### src/vgaCtrl_settings.svh
// ====================
// VGA controller timing, screen and frame-memory geometry
// ====================

`ifndef VGA_CTRL_SETTINGS_SVH
`define VGA_CTRL_SETTINGS_SVH

// ====================
// Horizontal timing in pixel clocks
// ====================
`define VGA_H_VISIBLE     640
`define VGA_H_SYNC_START  656
`define VGA_H_SYNC_END    752
`define VGA_H_TOTAL       800

// ====================
// Vertical timing in lines
// ====================
`define VGA_V_VISIBLE     480
`define VGA_V_SYNC_START  490
`define VGA_V_SYNC_END    492
`define VGA_V_TOTAL       525

// ====================
// Frame memory geometry
// ====================
// One word per 8x4 pixel block
`define VGA_WORDS_PER_ROW 80
// 120 word rows of 80 words
`define VGA_MEM_WORDS     9600
`define VGA_MEM_ADDR_W    14

`endif

### src/vgaPkg.sv
// ====================
// VGA controller shared types
// ====================

`default_nettype none

`include "vgaCtrl_settings.svh"

package vgaPkg;

    // Pixel or line counter, wide enough for 800 and 525
    typedef logic [9:0] coordT;

    // Frame-memory word address
    typedef logic [`VGA_MEM_ADDR_W-1:0] memAddrT;

    // Core data word, also one 8x4 pixel block
    typedef logic [31:0] wordT;

    // One enable per byte of a word
    typedef logic [3:0] byteEnT;

    // Single colour channel
    typedef logic [3:0] colourT;

    // Vertical section of the frame
    typedef enum logic [1:0] {
        lineActive,
        lineFront,
        lineSync,
        lineBack
    } lineStateT;

endpackage

`default_nettype wire

### src/vgaSyncGen.sv
// ====================
// VGA sync generator with pixel strobe and scan counters
// ====================

`default_nettype none

`include "vgaCtrl_settings.svh"

module vgaSyncGen
    import vgaPkg::*;
(
    input  logic  Clk_50,
    input  logic  reset,
    output logic  pixelEn,
    output coordT counterX,
    output coordT counterY,
    output logic  inDisplayArea,
    output logic  hSyncRaw,
    output logic  vSyncRaw
);

    logic      lineEnd;
    coordT     nextY;
    lineStateT lineState;
    lineStateT nextLineState;

    // ====================
    // Pixel strobe
    // ====================
    // Half rate of Clk_50, low in first cycle after reset
    always_ff @(posedge Clk_50) begin
        if (reset) begin
            pixelEn <= 1'b0;
        end else begin
            pixelEn <= ~pixelEn;
        end
    end

    // ====================
    // Scan counters
    // ====================
    assign lineEnd = (counterX == coordT'(`VGA_H_TOTAL - 1));

    // Line number after the current one, wraps at frame end
    assign nextY = (counterY == coordT'(`VGA_V_TOTAL - 1)) ? '0 : coordT'(counterY + 1'b1);

    always_ff @(posedge Clk_50) begin
        if (reset) begin
            counterX <= '0;
            counterY <= '0;
        end else if (pixelEn) begin
            if (lineEnd) begin
                counterX <= '0;
                counterY <= nextY;
            end else begin
                counterX <= coordT'(counterX + 1'b1);
            end
        end
    end

    // ====================
    // Vertical section FSM
    // ====================
    // Moves together with counterY, so it always matches the current line
    always_comb begin
        nextLineState = lineState;
        case (lineState)
            lineActive: if (nextY == coordT'(`VGA_V_VISIBLE))    nextLineState = lineFront;
            lineFront:  if (nextY == coordT'(`VGA_V_SYNC_START)) nextLineState = lineSync;
            lineSync:   if (nextY == coordT'(`VGA_V_SYNC_END))   nextLineState = lineBack;
            lineBack:   if (nextY == '0)                         nextLineState = lineActive;
            default:    nextLineState = lineActive;
        endcase
    end

    always_ff @(posedge Clk_50) begin
        if (reset) begin
            lineState <= lineActive;
        end else if (pixelEn && lineEnd) begin
            lineState <= nextLineState;
        end
    end

    // ====================
    // Sync and display decode
    // ====================
    // Low-active pulses
    assign hSyncRaw = ~((counterX >= coordT'(`VGA_H_SYNC_START)) &&
                        (counterX <  coordT'(`VGA_H_SYNC_END)));
    assign vSyncRaw = (lineState != lineSync);

    assign inDisplayArea = (counterX < coordT'(`VGA_H_VISIBLE)) &&
                           (counterY < coordT'(`VGA_V_VISIBLE));

endmodule

`default_nettype wire

### config.mk
export PLATFORM = sky130hd
export DESIGN_NAME = vgaSyncGen
export DESIGN_NICKNAME = d
export VERILOG_FILES = /design/src/vgaPkg.sv /design/src/vgaSyncGen.sv
export VERILOG_INCLUDE_DIRS = /design/src
export SDC_FILE = /design/constraint.sdc
export NUM_CORES = 1
export LEC_CHECK = 0
export ABC_CLOCK_PERIOD_IN_PS = 6000
export BUFFER_PORTS_ARGS = -buffer_cell sky130_fd_sc_hd__buf_2
export CAP_MARGIN = 15
export CORE_UTILIZATION = 59
export DETAILED_ROUTE_END_ITERATION = 8
export PLACE_DENSITY = 0.84
export SLEW_MARGIN = 20
export SYNTH_ARGS = -nofsm -noshare
export SYNTH_HDL_FRONTEND = slang
export SYNTH_SLANG_ARGS = --single-unit
export TNS_END_PERCENT = 5
### constraint.sdc
create_clock -name Clk_50 -period 6 [get_ports Clk_50]
set_input_delay 0.3 -clock Clk_50 [delete_from_list [all_inputs] [get_ports Clk_50]]
set_output_delay 0.3 -clock Clk_50 [all_outputs]
set_load 0.02 [all_outputs]
==> metrics.log <==
[metrics] Site Rows: 17
[metrics] Post-Syn Area: approximately 1500 um2
[metrics] number of global-route vias before repair: 1264
[metrics] sink count of the clock tree: 23
[metrics] drt total wl: approximately 3.3 mm
[metrics] worst-case clock buffer depth: 2
[metrics] die height: 52.09 um
[metrics] number of detailed-route iterations in the first pass: 4
[metrics] CTS-repair resized insts: 0
[metrics] number of enable flip-flop cells after synthesis: 0
[metrics] worst r2r src: counterY[0]$_SDFFE_PP0P_
[metrics] Hold-fix buffers, CTS: 0
[metrics] count of endpoints failing hold in the final timing report: 0
[metrics] number of buffers inserted during clock tree synthesis: 3
[metrics] overall die area: between 2000 and 3000 um2
[metrics] post-route non-filler standard cell count: about 230
[metrics] Worst Reg2Reg Path Length in Cells: 8
[metrics] Cell variety after synth: 39
[metrics] clock skew after layout: between 0.007 and 0.008 ns
[metrics] DR vias/cell: roughly 6.0
[metrics] synthesized net count: 199
[metrics] PortBufs: 25
[metrics] H-Tree Level Count: 1
[metrics] maximum clock rate: just over 400 MHz
[metrics] clock-pin transition on the worst setup and hold timing paths: approximately 0.13 ns
[metrics] Layout Area Growth over Synthesis: 9.129%
[metrics] width of the chip: 52.09 um
[metrics] Yosys top cell by area: sky130_fd_sc_hd__dfxtp_1
[metrics] category of the critical setup timing path: flop to flop
[metrics] outcome: completed
[metrics] slew of the pin with the lowest slew margin: 0.6698 ns
[metrics] Total GRT Usage: 0.2704
[metrics] power density over the cells: 149.6 nW/um2
[metrics] initial antenna violation count: 0
[metrics] final worst hold slack: just under 0.4 ns
[metrics] mean instance size in the synthesized netlist: 7.873 um2
[metrics] Arr. time, crit path: between 2 and 3 ns
[metrics] routed vias: around 1400
[metrics] n_diodes: 0
[metrics] largest net degree at the start of global routing: 26
[metrics] largest driver fanout on the critical path: 9
[metrics] DP Cell Count: approximately 230
[metrics] worst min-delay path category: input pin to flop
[metrics] top-level port count: 26
[metrics] Setup TNS Final: 0 ns
[metrics] effective utilization at floorplan: 0.6443
[metrics] count of pins over their slew limit: 0
[metrics] placer's final routability congestion estimate: between 0.9 and 1
[metrics] Post-CTS Repair Setup Buffers: 0
[metrics] wire length of the first global-routing pass: ~5.5 mm
[metrics] Root Buffer Master: sky130_fd_sc_hd__clkbuf_4
[metrics] leakage power: about 0.64 nW
[metrics] initial drt markers: 56
[metrics] CTS tree: yes
[metrics] sum of net half-perimeters after detailed placement: around 2.3 mm
[metrics] fraction of registers with async set or reset after synthesis: 0
[metrics] Overflow after GRT: 0
[metrics] Synth warnings: 0
[metrics] data required time at the worst endpoint: about 6.3 ns
[metrics] relative slew slack: 0.5525
[metrics] post-layout net count: 217
[metrics] post-synth top area share: 0.3111
[metrics] final worst path period share: 0.4107
[metrics] IR Drop Worst-Case VDD: around 0.13 mV
[metrics] setup violators final: 0
[metrics] post-DR wirelength/cell: around 14 um
[metrics] worst skew pair latency: approximately 0.32 ns
[metrics] Worst Setup Slack, final: ~3.5 ns
[metrics] startpoint of the most critical setup path: counterY[0]$_SDFFE_PP0P_
[metrics] minimum clock period after layout: about 2.5 ns
[metrics] most numerous cell in the Yosys netlist: sky130_fd_sc_hd__dfxtp_1
[metrics] Main synth FF type: sky130_fd_sc_hd__dfxtp_1
[metrics] Post-synth top cells: 23 x sky130_fd_sc_hd__dfxtp_1, 18 x sky130_fd_sc_hd__nand2_1, 16 x sky130_fd_sc_hd__nor2_1
[metrics] unrepaired setup endpoints after global routing: false
[metrics] Seq cells post-synth: 23
[metrics] kind of start point of the critical path: flop
[metrics] number of nets with antenna violations after routing: 0
[metrics] total power after layout: 0.2417 mW
[metrics] beginning of the worst hold path: reset
[metrics] area of the placeable core: roughly 2300 um2
[metrics] worst hold stages: 2
[metrics] number of fill cells: slightly above 200
[metrics] Synth Instances: approximately 190
[metrics] Seq/Total Area, Yosys: 0.3111
[metrics] critical path endpoint category: flop
[metrics] number of remaining DRC errors: 0
[metrics] most area-consuming cells after synthesis: sky130_fd_sc_hd__dfxtp_1 31%, sky130_fd_sc_hd__ha_1 7.6%, sky130_fd_sc_hd__nor3_1 4.7%, sky130_fd_sc_hd__nand2_1 4.6%, sky130_fd_sc_hd__xor2_1 4.1%
[metrics] fraction of layout instances using a drive strength above 1: 0.1610
[metrics] worst setup slack after placement: 3.662 ns
[metrics] Maximum Capacitance Violations: 0
==> report_power, final <==
group	switching, mW	leakage, nW	internal (mW)
registers	0.00276	0.186	0.154
clock network	0.0475	0.0150	0.0260
logic	0.00688	0.439	0.00406
==> through the flow <==
stage | util | cell area, um2
2_1_floorplan | - | 1480
3_3_place_gp | 0.6917 | 1589
3_5_place_dp | 0.6917 | 1589
4_1_cts | 0.7032 | 1615
5_1_grt | 0.7032 | 1615
6_report | 0.7032 | 1615
==> cells in the final DEF, fill, tap and decap left out, types with 2 or more instances in the layout <==
cell type | netlist | final
sky130_fd_sc_hd__dfxtp_1 | 23 | 23
sky130_fd_sc_hd__o21ai_0 | 8 | 8
sky130_fd_sc_hd__nand2b_1 | 6 | 6
sky130_fd_sc_hd__and3_1 | 3 | 3
sky130_fd_sc_hd__ha_1 | 9 | 9
sky130_fd_sc_hd__nand4_1 | 4 | 4
sky130_fd_sc_hd__or4_1 | 5 | 5
sky130_fd_sc_hd__mux2i_1 | 5 | 5
sky130_fd_sc_hd__or2_2 | 2 | 2
sky130_fd_sc_hd__xnor2_1 | 6 | 6
sky130_fd_sc_hd__nor3_1 | 14 | 14
sky130_fd_sc_hd__clkbuf_4 | 0 | 3
sky130_fd_sc_hd__inv_1 | 11 | 11
sky130_fd_sc_hd__nand3_1 | 2 | 2
sky130_fd_sc_hd__buf_2 | 7 | 25
sky130_fd_sc_hd__a211oi_1 | 2 | 2
sky130_fd_sc_hd__a21oi_1 | 8 | 8
sky130_fd_sc_hd__o311ai_0 | 2 | 2
sky130_fd_sc_hd__or3_1 | 3 | 3
sky130_fd_sc_hd__nand2_1 | 18 | 18
sky130_fd_sc_hd__o31ai_1 | 2 | 2
sky130_fd_sc_hd__xor2_1 | 7 | 7
sky130_fd_sc_hd__nor2_1 | 16 | 16
sky130_fd_sc_hd__a31oi_1 | 4 | 4
==> routing by layer <==
metal	up-vias	GRT usage	wire, um	part of all wire
li1	691	-	-	-
met1	642	0.3285	1444	0.44
met2	68	0.4658	1598	0.49
met3	7	0.03801	196	0.060
met4	0	0.1216	54	0.016
met5	-	0	0	0
==> sequential cells by signal, summed over array words and instances (netlist names) <==
signal / flops
counterY: 10
pixelEn: 1
lineState: 2
counterX: 10
==> logic make-up after synthesis <==
| logic type | after synthesis | share of synthesized area |
|---|---|---|
| simple gates | 83 | 0.3001 |
| buf+inv | 24 | 0.07185 |
| flops | 23 | 0.3111 |
| compound gates | 31 | 0.1302 |
| fa+ha+maj | 9 | 0.07608 |
| mux | 5 | 0.03381 |
| xor+xnor | 13 | 0.07692 |
==> final cells by class <==
cell class | instances | area, um2 | share of cell area
Inverter | 11 | 41.29 | 0.02556
Timing Repair Buffer | 26 | 132.6 | 0.08211
Multi-Input combinational cell | 141 | 919.6 | 0.5693
Clock buffer | 4 | 26.28 | 0.01627
Tap cell | 28 | 35.03 | 0.02169
Sequential cell | 23 | 460.4 | 0.2851
==> worst max-delay path, cell delays in order (launching register included) <==
cell,delay (ns)
sky130_fd_sc_hd__dfxtp_1,0.41
sky130_fd_sc_hd__inv_1,0.12
sky130_fd_sc_hd__ha_1,0.16
sky130_fd_sc_hd__and4bb_1,0.23
sky130_fd_sc_hd__nor3b_1,0.58
sky130_fd_sc_hd__a21oi_1,0.16
sky130_fd_sc_hd__o31ai_1,0.26
sky130_fd_sc_hd__and4b_1,0.28
sky130_fd_sc_hd__mux2i_1,0.20
==> worst paths after layout <==
check                                                  to  slack [ns]
worst max register to register  lineState[0]$_SDFFE_PP0P_        3.54
worst max-delay path            lineState[0]$_SDFFE_PP0P_        3.54
worst min register to register  lineState[1]$_SDFFE_PP0P_        0.55
worst min-delay path                   pixelEn$_SDFF_PP0_        0.40
(Power assumes the default switching activity.)
