## src/vgaCtrl_settings.svh

```systemverilog
// ====================
// VGA controller timing, screen and frame-memory geometry
// ====================

`ifndef VGA_CTRL_SETTINGS_SVH
`define VGA_CTRL_SETTINGS_SVH

// ====================
// Horizontal timing in pixel clocks
// ====================
`define VGA_H_VISIBLE     640
`define VGA_H_SYNC_START  656
`define VGA_H_SYNC_END    752
`define VGA_H_TOTAL       800

// ====================
// Vertical timing in lines
// ====================
`define VGA_V_VISIBLE     480
`define VGA_V_SYNC_START  490
`define VGA_V_SYNC_END    492
`define VGA_V_TOTAL       525

// ====================
// Frame memory geometry
// ====================
// One word per 8x4 pixel block
`define VGA_WORDS_PER_ROW 80
// 120 word rows of 80 words
`define VGA_MEM_WORDS     9600
`define VGA_MEM_ADDR_W    14

`endif

```

## src/vgaPkg.sv

```systemverilog
// ====================
// VGA controller shared types
// ====================

`default_nettype none

`include "vgaCtrl_settings.svh"

package vgaPkg;

    // Pixel or line counter, wide enough for 800 and 525
    typedef logic [9:0] coordT;

    // Frame-memory word address
    typedef logic [`VGA_MEM_ADDR_W-1:0] memAddrT;

    // Core data word, also one 8x4 pixel block
    typedef logic [31:0] wordT;

    // One enable per byte of a word
    typedef logic [3:0] byteEnT;

    // Single colour channel
    typedef logic [3:0] colourT;

    // Vertical section of the frame
    typedef enum logic [1:0] {
        lineActive,
        lineFront,
        lineSync,
        lineBack
    } lineStateT;

endpackage

`default_nettype wire

```

## src/vgaPixelFetch.sv

```systemverilog
// ====================
// VGA pixel fetch, scan addressing and two-stage output pipeline
// ====================

`default_nettype none

`include "vgaCtrl_settings.svh"

module vgaPixelFetch
    import vgaPkg::*;
(
    input  logic    Clk_50,
    input  logic    reset,
    input  logic    pixelEn,
    input  coordT   counterX,
    input  coordT   counterY,
    input  logic    inDisplayArea,
    input  logic    hSyncRaw,
    input  logic    vSyncRaw,
    output memAddrT scanAddr,
    input  wordT    scanData,
    output colourT  red,
    output colourT  green,
    output colourT  blue,
    output logic    hSync,
    output logic    vSync,
    output logic    displayOn
);

    memAddrT   rowBase;
    logic [4:0] bitSelQ1;
    logic      displayQ1;
    logic      hSyncQ1;
    logic      vSyncQ1;
    logic      pixelBit;
    colourT    nextColour;

    // ====================
    // Stage 0 scan address
    // ====================
    // Word row is y / 4, 80 words per row
    assign rowBase  = memAddrT'(counterY[9:2]) * memAddrT'(`VGA_WORDS_PER_ROW);

    // Word column is x / 8
    assign scanAddr = rowBase + memAddrT'(counterX[9:3]);

    // ====================
    // Stage 1 alignment
    // ====================
    // Bit select held until the memory word returns
    // Byte row from y mod 4, bit from x mod 8
    always_ff @(posedge Clk_50) begin
        if (pixelEn) begin
            bitSelQ1 <= {counterY[1:0], counterX[2:0]};
        end
    end

    // Display flag and syncs follow the same delay
    always_ff @(posedge Clk_50) begin
        if (reset) begin
            displayQ1 <= 1'b0;
            hSyncQ1   <= 1'b1;
            vSyncQ1   <= 1'b1;
        end else if (pixelEn) begin
            displayQ1 <= inDisplayArea;
            hSyncQ1   <= hSyncRaw;
            vSyncQ1   <= vSyncRaw;
        end
    end

    // ====================
    // Stage 2 pixel select
    // ====================
    assign pixelBit = scanData[bitSelQ1];

    // Set bit gives white, anything off-screen is black
    assign nextColour = displayQ1 ? {4{pixelBit}} : '0;

    // Output registers
    always_ff @(posedge Clk_50) begin
        if (reset) begin
            red       <= '0;
            green     <= '0;
            blue      <= '0;
            hSync     <= 1'b1;
            vSync     <= 1'b1;
            displayOn <= 1'b0;
        end else if (pixelEn) begin
            red       <= nextColour;
            green     <= nextColour;
            blue      <= nextColour;
            hSync     <= hSyncQ1;
            vSync     <= vSyncQ1;
            displayOn <= displayQ1;
        end
    end

endmodule

`default_nettype wire

```

## config.mk

```make
export PLATFORM = sky130hd
export DESIGN_NAME = vgaPixelFetch
export DESIGN_NICKNAME = d
export VERILOG_FILES = /design/src/vgaPkg.sv /design/src/vgaPixelFetch.sv
export VERILOG_INCLUDE_DIRS = /design/src
export SDC_FILE = /design/constraint.sdc
export NUM_CORES = 1
export LEC_CHECK = 0
export ABC_CLOCK_PERIOD_IN_PS = 4210
export BUFFER_PORTS_ARGS = -buffer_cell sky130_fd_sc_hd__buf_2
export CAP_MARGIN = 5
export CORE_ASPECT_RATIO = 1.2
export CORE_MARGIN = 5
export CORE_UTILIZATION = 46
export CTS_CLUSTER_SIZE = 12
export DETAILED_ROUTE_END_ITERATION = 8
export PLACE_DENSITY = 0.87
export SYNTH_ARGS = -nofsm -noshare
export SYNTH_HDL_FRONTEND = slang
export SYNTH_SLANG_ARGS = --single-unit
```

## constraint.sdc

```tcl
create_clock -name Clk_50 -period 4.21 [get_ports Clk_50]
set_input_delay 0.6315 -clock Clk_50 [delete_from_list [all_inputs] [get_ports Clk_50]]
set_output_delay 0.6315 -clock Clk_50 [all_outputs]
set_load 0.01 [all_outputs]
```

==> run summary, run 1 <==
FF-to-FF Start: bitSelQ1[0]$_DFFE_PP_
Commonest non-fill, non-tap cell in the layout: buf_2
Vias in the first global route: 1,148
Residual DRC count: 0
Yosys cell types: 34
Sequential element share of the synthesized area: 21.9%
Drt total wl: 3020 um
CTS Buf Count: 3
Die ar.: 4050 um2
Global-route wire length before repair: 4540 um
RSZ-0062 raised after global routing: false
Row Count: 21
TritonCTS clock tree: built
Ant. Diodes: 0
Layout cells sized above 1: 42.9%
Clock transition at path regs: 0.06 ns
Post-route setup slack: 0.899 ns
FF-to-FF End: blue[2]$_SDFFE_PP0P_
Slew Viols, Final: 0
Num ports: 87
Die Width: 58.9 um
Routed via count: 1,175
Layout Skew: 0.00762 ns
Worst Setup EP: scanAddr[13]
Critical Path Fanout Max: 3
DP Worst Slack: 0.897 ns
Cts repair resizes: 0
Final Critical Period: 3.31 ns
DR vias/cell: 5.22
FF-to-FF setup slack: 2.31 ns
Startpoint types: primary input
Synth Area in Adders: 17.2%
Area grow syn2layout: 24.8%
Setup Fix Bufs, Post-CTS: 0
Largest family of logic cells by synthesized area: multiplexers
Sw Pwr: 135 uW
Wire length per cell: 13.4 um
Slew HR: 73.8%
Sequential power share: 34.4%
Drt pass-1 iters: 4
Clk sinks: 12
Int Pwr: 267 uW
Syn Inst Count: 127
Register bit total from synthesis: 12
GRT overflow: 0
Initial antenna violation count: 0
VDD IR max: 193 uV
# hold bufs at CTS: 0
Hold Vio Cnt, Final: 0
Combinational share of power: 47.6%
Worst Setup SP: counterY[3]
Post-DP HPWL: 2600 um
Compound-cell area share of the yosys netlist: 14.0%
Multi-input gate area: 878 um2
Die H: 68.7 um
Worst Path Arrival: 2.68 ns
Fmax: 0.302 GHz
Worst setup EP type: output port
Synth warn: 0
CTS Root Cell: clkbuf_4
Insertion delay to the later sink of the worst-skew pair: 0.27 ns
Final setup vio count: 0
Reg area: 290 um2
Pleak: 0.851 nW
Pin count of the biggest net entering global routing: 18
Global placement routability congestion: 0.788
Final ANT Viol Nets: 0
Fill count: 248
# H-tree levels: 1
Sw Ratio: 33.6%
Clock share of power: 18.0%
Clock Path Buffers: 2
Cell area after synthesis: 1320 um2
I/O Buffers: 78
Cell Pwr Density: 244 nW/um2
Max-cap violations: 0
Worst slew pin tran: 0.393 ns
Most frequent cells in the layout: 78 x buf_2, 15 x ha_1, 10 x xnor2_1, 8 x a21oi_1, 8 x mux4_1
Synth Area in XOR/XNOR: 7.28%
Data required, critical path: 3.58 ns
Worst Reg-to-Reg Cells: 4
HP Start: vSyncQ1$_SDFFE_PP1P_
DRT iter0 DRCs: 24
Mux contribution to synthesized area: 18.3%
Total GRT Usage: 14.4%
Post-synthesis simple-gate area fraction: 9.65%
Mean post-synth cell area: 10.4 um2
Min-Delay Path Class: register to register
Mapped Nets: 202
Final Cycle Share: 78.6%
Core ar.: 2790 um2
Initial Util: 47.5%
Worst setup path category: primary input to output port
Outcome: completed
Setup TNS: 0 ns
Final nets: 267
==> cells by family (layout without fill, tap and decap cells) <==
| family | Yosys count | after routing |
|---|---|---|
| adder cells (fa/ha/maj) | 17 | 17 |
| AND/OR/NAND/NOR | 24 | 24 |
| flip-flops | 12 | 12 |
| AO/OA/AOI/OAI | 28 | 28 |
| buffers and inverters | 24 | 88 |
| multiplexers | 11 | 11 |
| XOR/XNOR | 11 | 11 |
==> Yosys cell counts <==
cell type / count / share of area, %
buf_4: 15 / 8.5
ha_1: 15 / 14
xnor2_1: 10 / 6.6
a21oi_1: 8 / 3.0
mux4_1: 8 / 16
dfxtp_1: 7 / 11
inv_1: 6 / 1.7
nand2_1: 6 / 1.7
edfxtp_1: 5 / 11
nor2_1: 5 / 1.4
nor2b_1: 5 / 2.4
a211o_1: 4 / 2.6
o21ai_0: 4 / 1.5
a21o_1: 3 / 1.7
a211oi_1: 2 / 1.1
a31oi_1: 2 / 0.95
clkbuf_1: 2 / 0.57
fa_1: 2 / 3.0
mux2i_1: 2 / 1.5
nand2b_1: 2 / 0.95
a221oi_1: 1 / 0.66
and3b_1: 1 / 0.66
buf_6: 1 / 0.85
mux2_2: 1 / 0.85
nand3_1: 1 / 0.38
nand4_1: 1 / 0.47
nor3_1: 1 / 0.38
nor3b_1: 1 / 0.57
o2111ai_1: 1 / 0.66
o211ai_1: 1 / 0.57
o21a_1: 1 / 0.57
o31ai_1: 1 / 0.57
or4b_1: 1 / 0.76
xor2_1: 1 / 0.66
==> flip-flops by register name, indices dropped and copies added, names as in the netlist <==
register,cells
blue,1
displayQ1,1
vSync,1
displayOn,1
vSyncQ1,1
hSyncQ1,1
bitSelQ1,5
hSync,1
==> per-layer routing <==
layer / routed length [um] / track usage (%)
met1: 1090 / 14.5
met2: 1500 / 28.6
met3: 399 / 3.72
met4: 31 / 4.25
met5: 0 / 0
==> power groups by stage <==
stage | logic (mW) | registers (mW) | clock network [mW]
finish | 0.192 | 0.139 | 0.0724
global route | 0.214 | 0.140 | 0.0805
CTS | 0.194 | 0.139 | 0.0761
detailed placement | 0.194 | 0.141 | 0
global placement | 0.189 | 0.141 | 0
floorplan | 0.137 | 0.137 | 0
==> layout make-up <==
| type | count | share of cell area (%) |
|---|---|---|
| Inverter | 6 | 1.36 |
| Multi-Input combinational cell | 91 | 53.2 |
| Timing Repair Buffer | 78 | 23.7 |
| Clock buffer | 4 | 1.59 |
| Tap cell | 34 | 2.58 |
| Sequential cell | 12 | 17.6 |
==> critical path: stages <==
cell	delay [ns]
buf_2	0.12
ha_1	0.29
ha_1	0.24
fa_1	0.43
a21o_1	0.18
a21oi_1	0.17
xnor2_1	0.20
nand4_1	0.15
xnor2_1	0.14
buf_2	0.14
==> how the worst min path moves through the flow <==
stage,end,depth (start not counted)
after floorplan,hSync$_SDFFE_PP1P_,1
after global placement,hSync$_SDFFE_PP1P_,1
after detailed placement,hSync$_SDFFE_PP1P_,1
after CTS,vSync$_SDFFE_PP1P_,1
after global routing,vSync$_SDFFE_PP1P_,1
final,vSync$_SDFFE_PP1P_,1
==> per-stage QoR <==
stage                     instances  utilization (%)  area, um2  hold slack [ns]  power [mW]
final                           225             59.3       1650            0.461       0.403
after global routing            225             59.3       1650            0.490       0.434
after CTS                       225             59.3       1650            0.462       0.409
after detailed placement        221             58.3       1620            0.445       0.335
after global placement          221             58.3       1620            0.444       0.330
after floorplan                 127                -       1320            0.431       0.274
(Power assumes the default switching activity.)
==> run 2, diff against run 1 <==
Settings changed: ABC_CLOCK_PERIOD_IN_PS 4210 to 3500, CORE_UTILIZATION 46 to 42, PLACE_DENSITY 0.87 to 0.8.
Clock period 4.21 ns to 3.5 ns, I/O delays scaled along.
==> run summary, run 2 (synthesized netlist as in run 1, its figures left out) <==
Pleak: 0.851 nW
Final nets: 267
Final ANT Viol Nets: 0
Final Cycle Share: 89.4%
Setup Fix Bufs, Post-CTS: 0
Clock Path Buffers: 2
Worst setup path category: primary input to output port
Pin count of the biggest net entering global routing: 18
Clock share of power: 17.5%
Slew HR: 73.0%
Layout Skew: 0.00345 ns
Commonest non-fill, non-tap cell in the layout: buf_2
FF-to-FF End: blue[2]$_SDFFE_PP0P_
Drt pass-1 iters: 4
Data required, critical path: 2.97 ns
Drt total wl: 2880 um
FF-to-FF setup slack: 1.63 ns
# H-tree levels: 1
Initial Util: 43.3%
Startpoint types: primary input
Routed via count: 1,168
VDD IR max: 209 uV
Global placement routability congestion: 0.801
Total GRT Usage: 13.2%
Most frequent cells in the layout: 78 x buf_2, 15 x ha_1, 10 x xnor2_1, 8 x a21oi_1, 8 x mux4_1
Final setup vio count: 0
Worst slew pin tran: 0.402 ns
Min-Delay Path Class: primary input to register
Num ports: 87
Fmax: 0.320 GHz
Sw Ratio: 34.0%
CTS Buf Count: 3
Die ar.: 4380 um2
Clock transition at path regs: 0.07 ns
Cts repair resizes: 0
Vias in the first global route: 1,167
Worst Setup SP: counterY[3]
TritonCTS clock tree: built
Residual DRC count: 0
Total power: 483 uW
Wire length per cell: 12.7 um
Worst Path Arrival: 2.60 ns
Outcome: completed
Area grow syn2layout: 25.0%
Die H: 71.5 um
Layout cells sized above 1: 42.9%
Critical Path Fanout Max: 3
Biggest register: bitSelQ1
Initial antenna violation count: 0
Global-route wire length before repair: 4460 um
Slew Viols, Final: 0
Ant. Diodes: 0
RSZ-0062 raised after global routing: false
Die Width: 61.2 um
I/O Buffers: 78
Combinational share of power: 48.1%
Int Pwr: 319 uW
Sw Pwr: 164 uW
Worst Setup EP: scanAddr[13]
Max-cap violations: 0
GRT overflow: 0
Post-DP HPWL: 2530 um
Max reg flops: 5
Worst setup EP type: output port
Cell Pwr Density: 292 nW/um2
DR vias/cell: 5.15
Insertion delay to the later sink of the worst-skew pair: 0.27 ns
Hold WS: 0.426 ns
Setup TNS: 0 ns
Clk sinks: 12
Worst Reg-to-Reg Cells: 4
CTS Root Cell: clkbuf_4
FF-to-FF Start: bitSelQ1[0]$_DFFE_PP_
DRT iter0 DRCs: 14
Post-DP Area: 1630 um2
Row Count: 22
Sequential power share: 34.4%
Final Critical Period: 3.13 ns
Core ar.: 3060 um2
Finished Cell Area: 1650 um2
Hold Vio Cnt, Final: 0
# hold bufs at CTS: 0
## run 2: how the worst min path moves through the flow
stage	startpoint	to	slack [ns]	cells after the start
floorplan	hSyncQ1$_SDFFE_PP1P_	hSync$_SDFFE_PP1P_	0.43	1
global placement	vSyncQ1$_SDFFE_PP1P_	vSync$_SDFFE_PP1P_	0.44	1
detailed placement	vSyncQ1$_SDFFE_PP1P_	vSync$_SDFFE_PP1P_	0.45	1
CTS	counterY[1]	bitSelQ1[4]$_DFFE_PP_	0.41	1
global route	counterY[1]	bitSelQ1[4]$_DFFE_PP_	0.40	1
finish	counterX[1]	bitSelQ1[1]$_DFFE_PP_	0.43	1
## run 2: power by group through the flow
stage,combinational (mW),clock (mW),sequential (mW)
floorplan,0.164,0,0.165
global placement,0.229,0,0.169
detailed placement,0.235,0,0.169
CTS,0.235,0.0910,0.166
global route,0.258,0.0960,0.168
finish,0.232,0.0847,0.166
## run 2: through the flow
stage	cells	util, %	setup slack [ns]
finish	227	54.1	0.371
detailed placement	223	53.2	0.353
floorplan	127	-	0.629
global placement	223	53.2	0.424
CTS	227	54.1	0.348
global route	227	54.1	0.206
## run 2: critical path: stages
cell and delay [ns]:
buf_2 0.11, ha_1 0.28, ha_1 0.24, fa_1 0.43, a21o_1 0.18, a21oi_1 0.16, xnor2_1 0.21, nand4_1 0.17
xnor2_1 0.15, buf_2 0.14
## run 2: layer usage
| layer | track usage, % | vias up | part of all wire [%] |
|---|---|---|---|
| li1 | - | 593 | - |
| met1 | 13.8 | 510 | 36 |
| met2 | 24.1 | 63 | 50 |
| met3 | 3.42 | 2 | 14 |
| met4 | 5.06 | 0 | 0.56 |
| met5 | 0 | - | 0 |
## run 2: final cells by class
| cell class | count | area (um2) |
|---|---|---|
| timing repair buffer | 78 | 390 |
| clock inverter | 1 | 3.75 |
| clock buffer | 3 | 22.5 |
| fill | 285 | 1400 |
| sequential | 12 | 290 |
| tap | 36 | 45.0 |
| multi-input combinational | 91 | 878 |
| inverter | 6 | 22.5 |
